<file path="config.mk">
export PLATFORM = sky130hd
export DESIGN_NAME = line_arbiter
export DESIGN_NICKNAME = d
export VERILOG_FILES = /design/src/design/mem_types_pkg.sv /design/src/design/line_arbiter.sv
export VERILOG_INCLUDE_DIRS = /design/src /design/src/design
export SDC_FILE = /design/constraint.sdc
export NUM_CORES = 1
export LEC_CHECK = 0
export BUFFER_PORTS_ARGS = -buffer_cell sky130_fd_sc_hd__buf_2
export CORE_AREA = 2 2 252 254
export CTS_BUF_LIST = sky130_fd_sc_hd__clkbuf_4 sky130_fd_sc_hd__clkbuf_8
export CTS_CLUSTER_SIZE = 10
export DETAILED_ROUTE_END_ITERATION = 8
export DIE_AREA = 0 0 254 256
export GPL_TIMING_DRIVEN = 0
export PLACE_DENSITY_LB_ADDON = 0.25
export SLEW_MARGIN = 20
export SYNTH_ARGS = -nofsm -noshare
export SYNTH_HDL_FRONTEND = slang
export SYNTH_SLANG_ARGS = --single-unit
</file>
<file path="constraint.sdc">
create_clock -name clk -period 1.4 [get_ports clk]
set_input_delay 0.14 -clock clk [delete_from_list [all_inputs] [get_ports clk]]
set_output_delay 0.14 -clock clk [all_outputs]
set_load 0.02 [all_outputs]
</file>
<file path="src/design/mem_consts.svh">
`ifndef MEM_CONSTS_SVH
`define MEM_CONSTS_SVH

// byte address width on both ports and on the line interface
`define MEM_ADDR_W 20

// one memory line holds four words
`define MEM_LINE_W 128
`define MEM_WORD_W 32

// one select bit per byte lane of a word
`define MEM_SEL_W (`MEM_WORD_W / 8)

// line index and byte offset inside a line
`define MEM_INDEX_W 12
`define MEM_OFFSET_W 4

// number of lines in the array
`define MEM_DEPTH (1 << `MEM_INDEX_W)

`endif

</file>
<file path="src/design/mem_types_pkg.sv">
`include "mem_consts.svh"

package mem_types_pkg;

	// byte address as seen on both ports
	typedef logic [`MEM_ADDR_W-1:0] mem_addr_t;

	typedef logic [`MEM_WORD_W-1:0] mem_word_t;

	// word 0 sits in the low bits of a line
	typedef logic [`MEM_LINE_W-1:0] mem_line_t;

	// operation carried on the internal line interface
	typedef enum logic [1:0] {
		LINE_IDLE  = 2'd0,
		LINE_READ  = 2'd1,
		LINE_WRITE = 2'd2
	} line_op_e;

	// request from a buffer, held until it is answered
	typedef struct packed {
		line_op_e op;
		mem_addr_t addr;
		logic [`MEM_SEL_W-1:0] sel;
		mem_word_t wdata;
	} line_req_t;

	// read response, ready is a single cycle pulse
	typedef struct packed {
		logic ready;
		mem_addr_t addr;
		mem_line_t line;
	} line_rsp_t;

endpackage

</file>
<file path="src/design/line_arbiter.sv">
`timescale 1ns/1ps

module line_arbiter (
	input logic clk,
	input logic rst_n_i,
	input mem_types_pkg::line_req_t ireq_i,
	input mem_types_pkg::line_req_t dreq_i,
	output mem_types_pkg::line_rsp_t irsp_o,
	output mem_types_pkg::line_rsp_t drsp_o,
	output logic iwr_done_o,
	output logic dwr_done_o,
	output mem_types_pkg::line_req_t mem_req_o,
	input mem_types_pkg::line_rsp_t mem_rsp_i,
	output logic snoop_valid_o,
	output mem_types_pkg::mem_addr_t snoop_addr_o
);

	import mem_types_pkg::*;

	logic grant_i;
	logic grant_d;

	// a read is outstanding for exactly the cycle its response is returned
	logic busy_q;
	// set when the outstanding read belongs to the data port
	logic owner_d_q;

	always_comb begin
		grant_i = 1'b0;
		grant_d = 1'b0;
		mem_req_o = dreq_i;
		mem_req_o.op = LINE_IDLE;
		if (!busy_q) begin
			// data port wins a tie
			if (dreq_i.op != LINE_IDLE) begin
				grant_d = 1'b1;
				mem_req_o = dreq_i;
			end else if (ireq_i.op != LINE_IDLE) begin
				grant_i = 1'b1;
				mem_req_o = ireq_i;
			end
		end
	end

	assign iwr_done_o = grant_i && (ireq_i.op == LINE_WRITE);
	assign dwr_done_o = grant_d && (dreq_i.op == LINE_WRITE);

	// only data writes are snooped by the instruction buffer
	assign snoop_valid_o = dwr_done_o;
	assign snoop_addr_o = dreq_i.addr;

	always_ff @(posedge clk) begin
		if (!rst_n_i) begin
			busy_q <= 1'b0;
			owner_d_q <= 1'b0;
		end else begin
			busy_q <= (mem_req_o.op == LINE_READ);
			if (mem_req_o.op == LINE_READ) begin
				owner_d_q <= grant_d;
			end
		end
	end

	// the line goes to both, ready only to the owner
	always_comb begin
		irsp_o = mem_rsp_i;
		irsp_o.ready = mem_rsp_i.ready && !owner_d_q;
		drsp_o = mem_rsp_i;
		drsp_o.ready = mem_rsp_i.ready && owner_d_q;
	end

endmodule

</file>
## Yosys cells after proc, flatten, opt, wreduce, memory -nomap -nowiden

Cells that the tools add are included.

| word-level totals | value |
|---|---|
| register bits after elaboration | 2 |
| word-level logic and storage cells | 20 |
| output and inout bits | 379 |
| bits of input ports | 267 |

| operators by class | value |
|---|---|
| equal/unequal tests | 3 |
| muxes and demuxes | 8 |
| reductions and logical operators | 7 |

Operators with widths:

| cell | count |
|---|---|
| two-way mux 58 bit | 3 |
| two-way mux 1 bit | 5 |
| equality test 2 bit, second input constant | 2 |
| logical AND 1 bit | 4 |
| nonzero test 2 bit | 2 |
| equality test 2 x 1 -> 1 bit, second input constant | 1 |
| logical NOT 1 bit | 1 |

## Longest topological paths before layout

| logic depth | value |
|---|---|
| depth after elaboration | 5 |
| gate-level depth with buffers | 5 |
| depth with buffers taken out | 3 |

## Worst setup path after synthesis

OpenSTA, ideal clock, no wires.

| path | value |
|---|---|
| kind | reg-to-output |
| from | register busy_q |
| to | output port mem_req_o[16] (netlist name) |
| setup slack | 0.032 ns |
| arrival | 1.228 ns |
| cell stages (with the launch flop) | 6 |
| required time | 1.260 ns |
| buffers on the path | 2 |
| cell sequence | dfxtp_1 > nor3_2 > o21ai_1 > buf_6 > buf_6 > mux2_4 |

RTL lines:

| what | RTL line | text |
|---|---|---|
| from (decl) | line_arbiter.sv:24 | `logic busy_q;` |
| from (signal assigned) | line_arbiter.sv:57 | `busy_q <= (mem_req_o.op == LINE_READ);` |
| to (decl) | line_arbiter.sv:12 | `output mem_types_pkg::line_req_t mem_req_o,` |

==> flow_summary.ini <==
[timing]
setup_ws_ns = -0.289
finalCriticalPeriod_ns = 1.69
hold_violations = 0
slew_headroom_pct = 81.6
whs_ns = 0.207
tightest_slew_ns = 0.272
fmax_mhz = 592
rsz0062_at_grt = yes
setup_violations = 56
drv_slew = 0
fin_skew_ns = 0.00121
finalCritPeriodShare_pct = 121

[synth]
synth-adder-area-share_pct = 0
synth_top_family_by_area = buffers and inverters
yosysTopAreaCell = buf_4
synthTopCellsByCount = 317 x buf_4, 40 x mux2_4, 16 x mux2_2
synth_most_common_cell = buf_4
synth_nets = 666
yosysWarnings = 0
synth_cell_types = 20
yosys_register_bits = 2
synth_area_um2 = 3370
seq_area_frac_synth_pct = 1.19
avgSynthCellArea_um2 = 8.44
synth_top_area_share_pct = 70.7
syn_inst = 399
synth_mux_area_share_pct = 23.2
synth_simple_gate_area_share_pct = 1.67
async_flop_share_pct = 0
synth_compound_area_share_pct = 1.15
synthTopCellsByArea = buf_4 71%, mux2_4 18%, mux2_2 5.3%
synth-edff-count = 0
ys.flop_type = dfxtp_1
synth-xor-area-share_pct = 0

[routing]
vias = 4026
first_pass_iters = 4
drc = 0
antenna_left = 0
wl_mm = 17.7
routedWlPerCell_um = 10.1
vias_per_cell = 2.30
drt_iter0_drc = 64

[setup_path]
cpLargestDelayFamily = buffers and inverters
cp.buffers_inverters = 3
cp.depth = 6
crit_fanout = 10
crit_path_top_delay_cell = dfxtp_4
critPathMaxStageDelay_ns = 0.34
worstSetupEndpointType = output pin
crit_arrival_ns = 1.55
crit_chain = nor3_4 -> o21ai_2 -> buf_6 -> buf_8 -> mux2_4 -> buf_4
critical_path_required_ns = 1.26
r2r_cells = 3
worstSetupPathType = reg -> out
cp-start-kind = flop

[grt]
grt-ovfl-total = 0
grt_pass1_wl_mm = 22.8
antenna_found_initial = 3
grt_usage_pct = 4.57
grt_pass1_vias = 3839
grt_max_degree = 11

[pwr]
powerDensity_nw_per_um2 = 417
power.leakage_nw = 4.12
power.total_mw = 3.00
worst_ir_drop_vdd_mv = 0.130

[hold_path]
hold_path_class = in -> reg
holdPathStages = 2

[clock_network]
clkSinkCount = 2
cts_buffers = 3
clk_pin_slew_ns = 0.03
ctsHtreeMaxLevel = 1
cts_tree = done
clk_latency_ns = 0.21
cts_max_path_buffers = 2
cts_hold_buf = 0
clockRootBuffer = clkbuf_8

[final_layout]
final_cells = 1750
final_nets = 1172
design_area_um2 = 7190
drive_gt1_share_pct = 98.2
areaGrowthSynthToFinish_pct = 113

[floorplan]
start_util_pct = 5.40
die_area_um2 = 65000
core_um2 = 62400
die_w_um = 254
pin_count = 646
rows = 92
die_height_um = 256

[placement]
portBuffers = 497
dpl.hpwl_mm = 16.2
place.gp.congestion = 0.755
pre_cts_ws_ns = -0.281
dp.cells = 1742
dpl-instance-area_um2 = 6910

[outcome]
outcome = complete, but fails checks
violations = setup timing

[job]
cap_viol_max_count = 0
## kinds of logic after synthesis
logic type      after synthesis
simple gates                  9
flops                         2
buf+inv                     326
compound gates                6
mux                          56
## sequential cells by signal (all words and copies together), names as in the netlist
signal / flops
owner_d_q: 1
busy_q: 1
## report_power, final
group	leakage, nW	internal, mW	switching, mW
clock network	0.0216	0.182	0.0473
logic	4.09	1.35	1.35
registers	0.0172	0.0602	0.00320
## metrics by stage
stage	utilization [%]	setup TNS, ns
after floorplan	-	0
after global placement	11.1	-12.50
after detailed placement	11.1	-12.68
after CTS	11.4	-14.76
after global routing	11.5	-17.74
final	11.5	-14.34
## cell type report
cell class,instances,area (µm²)
sequential,2,43.8
antenna,1,2.50
tap,846,1060
clock buffer,3,41.3
inverter,3,11.3
fill,7292,55200
multi-input combinational,71,891
buffer,323,2470
timing repair buffer,501,2670
## layout by cell type (no fill, tap or decap)
| master | instances |
|---|---|
| o41ai_1 | 1 |
| buf_6 | 21 |
| nor4b_1 | 1 |
| dfxtp_4 | 1 |
| mux2_4 | 40 |
| clkbuf_8 | 3 |
| buf_2 | 465 |
| a21boi_0 | 1 |
| buf_12 | 2 |
| diode_2 | 1 |
| o21a_1 | 1 |
| or3_1 | 1 |
| dfxtp_1 | 1 |
| and3_1 | 1 |
| o21ai_2 | 1 |
| nor3_2 | 1 |
| nor2_1 | 2 |
| and2_1 | 1 |
| mux2_2 | 16 |
| inv_1 | 3 |
| nor2b_1 | 1 |
| buf_8 | 2 |
| buf_4 | 334 |
| nor3_4 | 1 |
| a21oi_1 | 2 |
## worst paths after layout
| path | from | endpoint | slack [ns] |
|---|---|---|---|
| worst max-delay path | busy_q$_SDFF_PN0_ | mem_req_o[37] | -0.29 |
| worst min-delay path | rst_n_i | owner_d_q$_SDFFE_PN0N_ | 0.21 |
| worst max register to register | busy_q$_SDFF_PN0_ | owner_d_q$_SDFFE_PN0N_ | 0.38 |
| worst min register to register | owner_d_q$_SDFFE_PN0N_ | owner_d_q$_SDFFE_PN0N_ | 0.49 |
## routing by layer
layer | routed length (µm) | track usage [%]
met2 | 10100 | 10.1
met5 | 12 | 0
met3 | 1810 | 0.773
met4 | 280 | 1.24
met1 | 5450 | 4.04
## repair_timing
action | 4_1_cts | 5_1_grt
resized for setup | 41 | 24
gates cloned | 1 | 0
setup buffers | 3 | 0
setup endpoints to repair | 57 | 56
Note: power is estimated with default switching activity, not from simulation.
