[config.mk]
export PLATFORM = sky130hd
export DESIGN_NAME = line_buffer
export DESIGN_NICKNAME = d
export VERILOG_FILES = /design/src/design/mem_types_pkg.sv /design/src/design/wb_types_pkg.sv /design/src/design/line_buffer.sv
export VERILOG_INCLUDE_DIRS = /design/src /design/src/design
export SDC_FILE = /design/constraint.sdc
export NUM_CORES = 1
export LEC_CHECK = 0
export BUFFER_PORTS_ARGS = -buffer_cell sky130_fd_sc_hd__buf_4
export CORE_MARGIN = 2
export CORE_UTILIZATION = 26
export DETAILED_ROUTE_END_ITERATION = 16
export MAX_ROUTING_LAYER = met4
export SLEW_MARGIN = 20
export SYNTH_ARGS = -nofsm -noshare
export SYNTH_HDL_FRONTEND = slang
export SYNTH_SLANG_ARGS = --single-unit
[constraint.sdc]
create_clock -name clk -period 2.95 [get_ports clk]
set_input_delay 0.59 -clock clk [delete_from_list [all_inputs] [get_ports clk]]
set_output_delay 0.59 -clock clk [all_outputs]
set_load 0.01 [all_outputs]
[src/design/mem_consts.svh]
`ifndef MEM_CONSTS_SVH
`define MEM_CONSTS_SVH

// byte address width on both ports and on the line interface
`define MEM_ADDR_W 20

// one memory line holds four words
`define MEM_LINE_W 128
`define MEM_WORD_W 32

// one select bit per byte lane of a word
`define MEM_SEL_W (`MEM_WORD_W / 8)

// line index and byte offset inside a line
`define MEM_INDEX_W 12
`define MEM_OFFSET_W 4

// number of lines in the array
`define MEM_DEPTH (1 << `MEM_INDEX_W)

`endif

[src/design/mem_types_pkg.sv]
`include "mem_consts.svh"

package mem_types_pkg;

	// byte address as seen on both ports
	typedef logic [`MEM_ADDR_W-1:0] mem_addr_t;

	typedef logic [`MEM_WORD_W-1:0] mem_word_t;

	// word 0 sits in the low bits of a line
	typedef logic [`MEM_LINE_W-1:0] mem_line_t;

	// operation carried on the internal line interface
	typedef enum logic [1:0] {
		LINE_IDLE  = 2'd0,
		LINE_READ  = 2'd1,
		LINE_WRITE = 2'd2
	} line_op_e;

	// request from a buffer, held until it is answered
	typedef struct packed {
		line_op_e op;
		mem_addr_t addr;
		logic [`MEM_SEL_W-1:0] sel;
		mem_word_t wdata;
	} line_req_t;

	// read response, ready is a single cycle pulse
	typedef struct packed {
		logic ready;
		mem_addr_t addr;
		mem_line_t line;
	} line_rsp_t;

endpackage

[src/design/wb_types_pkg.sv]
`include "mem_consts.svh"

package wb_types_pkg;

	// master to slave signals of one Wishbone classic port
	typedef struct packed {
		logic cyc;
		logic stb;
		logic we;
		mem_types_pkg::mem_addr_t adr;
		logic [`MEM_SEL_W-1:0] sel;
		mem_types_pkg::mem_word_t dat;
	} wb_m2s_t;

	// slave to master signals, dat is only valid while ack is high
	typedef struct packed {
		logic ack;
		mem_types_pkg::mem_word_t dat;
	} wb_s2m_t;

endpackage

[src/design/line_buffer.sv]
`timescale 1ns/1ps
`include "mem_consts.svh"

module line_buffer (
	input logic clk,
	input logic rst_n_i,
	input wb_types_pkg::wb_m2s_t wb_i,
	output wb_types_pkg::wb_s2m_t wb_o,
	output mem_types_pkg::line_req_t mem_req_o,
	input mem_types_pkg::line_rsp_t mem_rsp_i,
	input logic wr_done_i,
	input logic snoop_valid_i,
	input mem_types_pkg::mem_addr_t snoop_addr_i
);

	import mem_types_pkg::*;
	import wb_types_pkg::*;

	typedef enum logic [1:0] {
		BUF_IDLE  = 2'd0,
		BUF_FILL  = 2'd1,
		BUF_WRITE = 2'd2,
		BUF_ACK   = 2'd3
	} buf_state_e;

	buf_state_e state_q;
	buf_state_e state_d;

	mem_line_t line_q;
	logic [`MEM_INDEX_W-1:0] tag_q;
	logic valid_q;

	logic [`MEM_INDEX_W-1:0] req_tag;
	logic [`MEM_OFFSET_W-3:0] word_idx;
	logic req_active;
	logic hit;
	logic snoop_hit;

	// the tag is the line index, matching how the array aliases addresses
	assign req_tag = wb_i.adr[`MEM_OFFSET_W +: `MEM_INDEX_W];
	assign word_idx = wb_i.adr[`MEM_OFFSET_W-1:2];
	assign req_active = wb_i.cyc && wb_i.stb;
	assign hit = valid_q && (tag_q == req_tag);
	assign snoop_hit = snoop_valid_i && valid_q &&
		(snoop_addr_i[`MEM_OFFSET_W +: `MEM_INDEX_W] == tag_q);

	always_comb begin
		state_d = state_q;
		case (state_q)
			BUF_IDLE: begin
				if (req_active) begin
					if (wb_i.we) begin
						state_d = BUF_WRITE;
					end else if (hit) begin
						state_d = BUF_ACK;
					end else begin
						state_d = BUF_FILL;
					end
				end
			end
			BUF_FILL: begin
				if (mem_rsp_i.ready) begin
					state_d = BUF_ACK;
				end
			end
			BUF_WRITE: begin
				if (wr_done_i) begin
					state_d = BUF_ACK;
				end
			end
			default: begin
				// the master sees ack in this cycle and moves on at the edge
				state_d = BUF_IDLE;
			end
		endcase
	end

	always_ff @(posedge clk) begin
		if (!rst_n_i) begin
			state_q <= BUF_IDLE;
		end else begin
			state_q <= state_d;
		end
	end

	// a write to the held line from the other port makes it stale
	always_ff @(posedge clk) begin
		if (!rst_n_i) begin
			valid_q <= 1'b0;
		end else if (snoop_hit) begin
			valid_q <= 1'b0;
		end else if (state_q == BUF_FILL && mem_rsp_i.ready) begin
			valid_q <= 1'b1;
		end
	end

	always_ff @(posedge clk) begin
		if (state_q == BUF_FILL && mem_rsp_i.ready) begin
			line_q <= mem_rsp_i.line;
			tag_q <= mem_rsp_i.addr[`MEM_OFFSET_W +: `MEM_INDEX_W];
		end else if (state_q == BUF_WRITE && wr_done_i && hit) begin
			// keep the held copy in step with memory, lane by lane
			for (int b = 0; b < `MEM_SEL_W; b++) begin
				if (wb_i.sel[b]) begin
					line_q[word_idx * `MEM_WORD_W + b * 8 +: 8] <= wb_i.dat[b * 8 +: 8];
				end
			end
		end
	end

	always_comb begin
		mem_req_o.op = LINE_IDLE;
		if (state_q == BUF_FILL) begin
			mem_req_o.op = LINE_READ;
		end else if (state_q == BUF_WRITE) begin
			mem_req_o.op = LINE_WRITE;
		end
		mem_req_o.addr = wb_i.adr;
		mem_req_o.sel = wb_i.sel;
		mem_req_o.wdata = wb_i.dat;
	end

	// read data comes from the held line, also right after a fill
	always_comb begin
		wb_o.ack = (state_q == BUF_ACK);
		wb_o.dat = line_q[word_idx * `MEM_WORD_W +: `MEM_WORD_W];
	end

endmodule

; Word-level counts from Yosys, hierarchy flattened
; Cells that the tools add are included.
[word_totals]
register_bits = 143
input_bits = 232
output_inout_bits = 91
[op_classes]
addsub = 7
eq_ne = 8
n_shift = 9
mux = 24
bitwise = 1
n_reduce_logical = 11
[ops]
columns = op, n
row1 = two-way mux 128 bit, 12
row2 = bitwise mux 128 bit, 4
row3 = variable shift 8 x 34 -> 128 bit (first input constant), 4
row4 = variable part select 8 x 34 -> 128 bit, 4
row5 = variable part select 128 x 8 -> 32 bit, 1
row6 = negation 8 -> 34 bit, 3
row7 = negation 7 -> 34 bit, 1
row8 = equality test 12 bit, 2
row9 = adder 7 x 5 -> 8 bit (second input constant), 2
row10 = two-way mux 2 bit, 7
row11 = adder 7 x 4 -> 8 bit (second input constant), 1
row12 = logical AND 1 bit, 7
row13 = inequality test 2 bit (second input constant), 3
row14 = case mux 2 bit (3 select lines), 1
row15 = equality test 2 bit (second input constant), 2
row16 = AND reduction 3 bit, 1
row17 = equality test 2 x 1 -> 1 bit (second input constant), 1
row18 = logical NOT 2 bit, 1
row19 = nonzero test 2 bit, 1
row20 = OR reduction 2 bit, 1
row21 = inverter 1 bit, 1

; Logic depth before layout (Yosys ltp)
[depth]
ltp_word = 18
depth_mapped = 8
depth_no_buf = 8

; Least setup slack after synthesis
; No wires, ideal clock.
[synth_timing]
path_type = input -> register
start = input port wb_i[41] (netlist name)
end = register line_q[0] (enable)
setup_ps = 384
arrival_time_ps = 2048
required_time_ps = 2566
setup_slack_ps = 518
cell_stages = 5
n_path_buf = 0
cell_sequence = xnor2_1 > nand4_1 > nor4_4 > nand4_1 > o21ai_0
[synth_via]
elab_chain_cells = 4
[synth_rtl]
columns = item, line
row1 = from (decl), line_buffer.sv:7  ; input wb_types_pkg::wb_m2s_t wb_i,
row2 = equality test 12 bit, line_buffer.sv:43  ; assign hit = valid_q && (tag_q == req_tag);
row3 = logical AND 1 bit, line_buffer.sv:43
row4 = logical AND 1 bit, line_buffer.sv:101  ; end else if (state_q == BUF_WRITE && wr_done_i && hit) begin
row5 = nonzero test 2 bit (no line), n/a
row6 = to (signal assigned), line_buffer.sv:99  ; line_q <= mem_rsp_i.line;
row7 = "to (signal, indexed assignment)", line_buffer.sv:105  ; line_q[word_idx * `MEM_WORD_W + b * 8 +: 8] <= wb_i.dat[b * 8 +: 8];
row8 = to (decl), line_buffer.sv:29  ; mem_line_t line_q;
; No other way between the ends.
; A chain may end at the register's enable or synchronous reset.

==> metrics.sh <==
RUN_STATUS='complete, no violations'
WORSTSETUPPATHTYPE='input port to output pin'
WORST-SLEW-PIN-TRANSITION_NS=0.952
DRC=0
HOLDBUFCOUNTCTS=0
VDD_DROP_MAX_mV=0.264
POWERDENSITY_nW_PER_UM2=598
GPL.FINAL_WEIGHTED_CONGESTION=0.839
FINAL_CELL_AREA_SQ_UM=10500
TRITONCTS_BUFFERS=17
GRT-OVFL-TOTAL=0
SLEW_HEADROOM=0.362
VIA_COUNT_OF_THE_ROUTED_DESIGN=5512
TIMING_MAX_TRANSITION_VIOLATIONS_FINAL=0
WORSTSETUPSTARTPOINTTYPE='input port'
HPWL_AFTER_DPL_MICRONS=17600
RSZ0062_AT_GRT='false'
WORSTREG2REGEND='line_q[36]'
POST-CTS-SETUP-BUFFERS=0
YS_SEQ_ELEMENTS=143
WL_PER_CELL_MICRONS=20.8
DIEAREA_SQ_UM=30400
CRIT_REQUIRED_NS=2.36
MIN_PATH_CELLS=1
CRITPATHARRIVALTIME_NS=1.97
WORST_HOLD_PATH_TYPE='input port to flip-flop'
HOLD_CRITICAL_PATH_ENDPOINT='tag_q[7]'
ANTENNA_VIOLATING_NETS_LEFT=0
VIA_COUNT_OF_THE_FIRST_GLOBAL_ROUTING_PASS=5781
MAX-CLOCK-PATH-BUFFERS=2
WORST_R2R_STARTPOINT='state_q[1]'
WORST_SETUP_PATH_END_KIND='output pin'
DRTPASS1ITERATIONS=4
HOLD_PATH.STARTPOINT='mem_rsp_i[139]'
HTREEDEPTH=4
PORT_BUFFERS=294
DIE_HEIGHT_MICRONS=174
POST_DP_CELL_AREA_SQ_UM=9900
GR-USAGE-ALL-LAYERS=0.160
PIN_COUNT_OF_THE_BIGGEST_NET_ENTERING_GLOBAL_ROUTING=77
GRT_ANTENNA_BEFORE_REPAIR=0
GRT_FIRST_PASS_WIRELENGTH_MICRONS=34600
CTS.ROOT.BUFFER_CELL='sky130_fd_sc_hd__clkbuf_16'
INSERTION_DELAY_NS=0.42
CTS.CLK_SLEW.WORST_PATHS_NS=0.07
HOLD_VIOLATIONS=0
CLOCK_SINK_COUNT=143
NUM_IO_PINS=323
FIN_TOTAL_PWR_mW=6.29
FIN_CRIT_NS=2.56
SETUP_WS_NS=0.390
FP.DIEW_MICRONS=174
PATH_MAX_FANOUT=15
CLOCK_SKEW_NS=0.0127
SYNTH_CELLS=500
MAXIMUM_CLOCK_FREQUENCY_GHz=0.391
FINAL_LAYOUT_SETUP_TOTAL_NEGATIVE_SLACK_NS=0
WL_MICRONS=24000
CTS_RESIZED=0
R2R_DEPTH=7
PERIOD_SHARE=0.868
TRITONCTS_CLOCK_TREE='yes'
SEQ_TOTAL_AREA_YOSYS=0.564
STARTING_DRT_DRC_COUNT=440
CAP_VIOL_MAX_COUNT=0
SYNTHESIS.NETS=741
POST_SYNTH_NUM_CELL_TYPES=34
FILL_CELLS=2753
VIA_PER_INST=4.78
FINALSETUPVIOLATIONS=0
AVERAGE_INSTANCE_AREA_AFTER_SYNTHESIS_SQ_UM=15.1
MULTI_INPUT_COMB_AREA_SQ_UM=2690
YOSYS_WARNINGS=0
AREA_DELTA_SYNTH_FINAL_PCT=39.4
FINAL_NET_COUNT=998
FINAL_UTIL=0.368
POST-PLACE-WS_NS=0.210
LAYOUT-DRIVE-GT1-SHARE=0.523
TOTAL_AREA_OF_SEQUENTIAL_CELLS_SQ_UM=4260
WORST_SETUP_PATH_STARTPOINT='wb_i[38]'
SETUP.REG_TO_REG.WORST_SLACK_NS=0.56
INITIAL_UTILIZATION=0.264
SYN-CELL-AREA_SQ_UM=7560
ANTENNADIODECOUNT=0
POWER.STATIC_LEAKAGE_nW=4.15
NUM_ROWS=62
COREAREA_SQ_UM=28600
==> per-layer routing <==
metal | routed length [microns] | GRT usage
met2 | 11800 | 0.265
met1 | 9710 | 0.195
met5 | 0 | -
met4 | 255 | 0.0358
met3 | 2150 | 0.0451
==> cells in the mapped netlist <==
library cell	count	area [sq um]
sky130_fd_sc_hd__xnor2_1	16	140
sky130_fd_sc_hd__nor3b_4	1	18.8
sky130_fd_sc_hd__nor4_2	1	12.5
sky130_fd_sc_hd__nor3b_2	1	12.5
sky130_fd_sc_hd__ha_1	9	113
sky130_fd_sc_hd__a22o_1	128	1120
sky130_fd_sc_hd__o221a_2	1	11.3
sky130_fd_sc_hd__and4b_1	1	10.0
sky130_fd_sc_hd__nor2b_1	1	6.26
sky130_fd_sc_hd__o21ai_0	10	50.1
sky130_fd_sc_hd__inv_2	2	7.51
sky130_fd_sc_hd__buf_4	57	428
sky130_fd_sc_hd__a21oi_1	4	20.0
sky130_fd_sc_hd__dfxtp_1	3	60.1
sky130_fd_sc_hd__and2_1	3	18.8
sky130_fd_sc_hd__nor3_1	1	5.00
sky130_fd_sc_hd__buf_2	18	90.1
sky130_fd_sc_hd__o21ai_1	7	35.0
sky130_fd_sc_hd__clkbuf_1	8	30.0
sky130_fd_sc_hd__nor3_4	7	114
sky130_fd_sc_hd__nor4_1	3	18.8
sky130_fd_sc_hd__edfxtp_1	140	4200
sky130_fd_sc_hd__nand2_1	5	18.8
sky130_fd_sc_hd__xor2_1	8	70.1
sky130_fd_sc_hd__o211ai_1	1	7.51
sky130_fd_sc_hd__nor4_4	3	63.8
sky130_fd_sc_hd__nand2_2	3	18.8
sky130_fd_sc_hd__nor3b_1	1	7.51
sky130_fd_sc_hd__nand4_1	8	50.1
sky130_fd_sc_hd__nand3_1	1	5.00
sky130_fd_sc_hd__a222oi_1	1	10.0
sky130_fd_sc_hd__inv_1	14	52.6
sky130_fd_sc_hd__mux4_2	32	721
sky130_fd_sc_hd__nor2_2	1	6.26
==> cell type report <==
cell class / count / area share
flip-flops and latches: 143 / 0.405
clock buffers: 18 / 0.0407
multi-input cells: 258 / 0.255
well taps: 384 / 0.0456
inverters: 16 / 0.00594
clock inverters: 14 / 0.0192
repair buffers: 321 / 0.229
==> flip-flops by register name, indices dropped and copies added, names as in the netlist <==
| register | cells |
|---|---|
| valid_q | 1 |
| state_q | 2 |
| tag_q | 12 |
| line_q | 128 |
==> per-stage QoR <==
stage / hold slack [ns] / std cells
global route: 0.315 / 1154
floorplan: 0.525 / 500
global placement: 0.545 / 1122
CTS: 0.320 / 1154
finish: 0.342 / 1154
detailed placement: 0.549 / 1122
==> where the power goes <==
group | total (mW) | internal [mW] | switching (mW) | leakage [nW]
sequential | 2.66 | 2.57 | 0.0871 | 1.33
combinational | 1.30 | 0.674 | 0.623 | 2.52
clock | 2.34 | 1.43 | 0.907 | 0.308
==> cell usage in the layout, fill, tap and decap left out, drive strengths merged <==
cell type  synthesis  routed
and4b              1       1
nand2              8       8
nor2b              1       1
edfxtp           140     140
nand4              8       8
nor3               8       8
buf               75     321
o21ai             17      17
a22o             128     128
clkbuf             8      18
xnor2             16      16
bufinv             0       4
o211ai             1       1
o221a              1       1
inv               16      21
nand3              1       1
a222oi             1       1
dfxtp              3       3
xor2               8       8
nor4               7       7
nor2               1       1
nor3b              3       3
mux4              32      32
clkinv             0       5
and2               3       3
a21oi              4       4
ha                 9       9
==> cells by family after synthesis <==
kind of cell    after synthesis  synth area share
flops                       143             0.564
fa+ha+maj                     9            0.0149
xor+xnor                     24            0.0278
compound gates              152             0.166
simple gates                 41            0.0512
mux                          32            0.0954
buf+inv                      99            0.0805
==> how the worst max path moves through the flow <==
stage / to / slack, ns / depth (start not counted)
after global placement: line_q[33] / 0.31 / 6
after CTS: wb_o[26] / 0.36 / 4
after detailed placement: line_q[39] / 0.21 / 6
after global routing: wb_o[27] / 0.29 / 4
after floorplan: line_q[0] / 0.52 / 5
final: wb_o[27] / 0.39 / 4
==> worst max-delay path: stages <==
cell	delay [ns]
sky130_fd_sc_hd__buf_4	0.27
sky130_fd_sc_hd__buf_4	0.36
sky130_fd_sc_hd__mux4_2	0.56
sky130_fd_sc_hd__buf_4	0.16
Note: power is estimated with default switching activity, not from simulation.
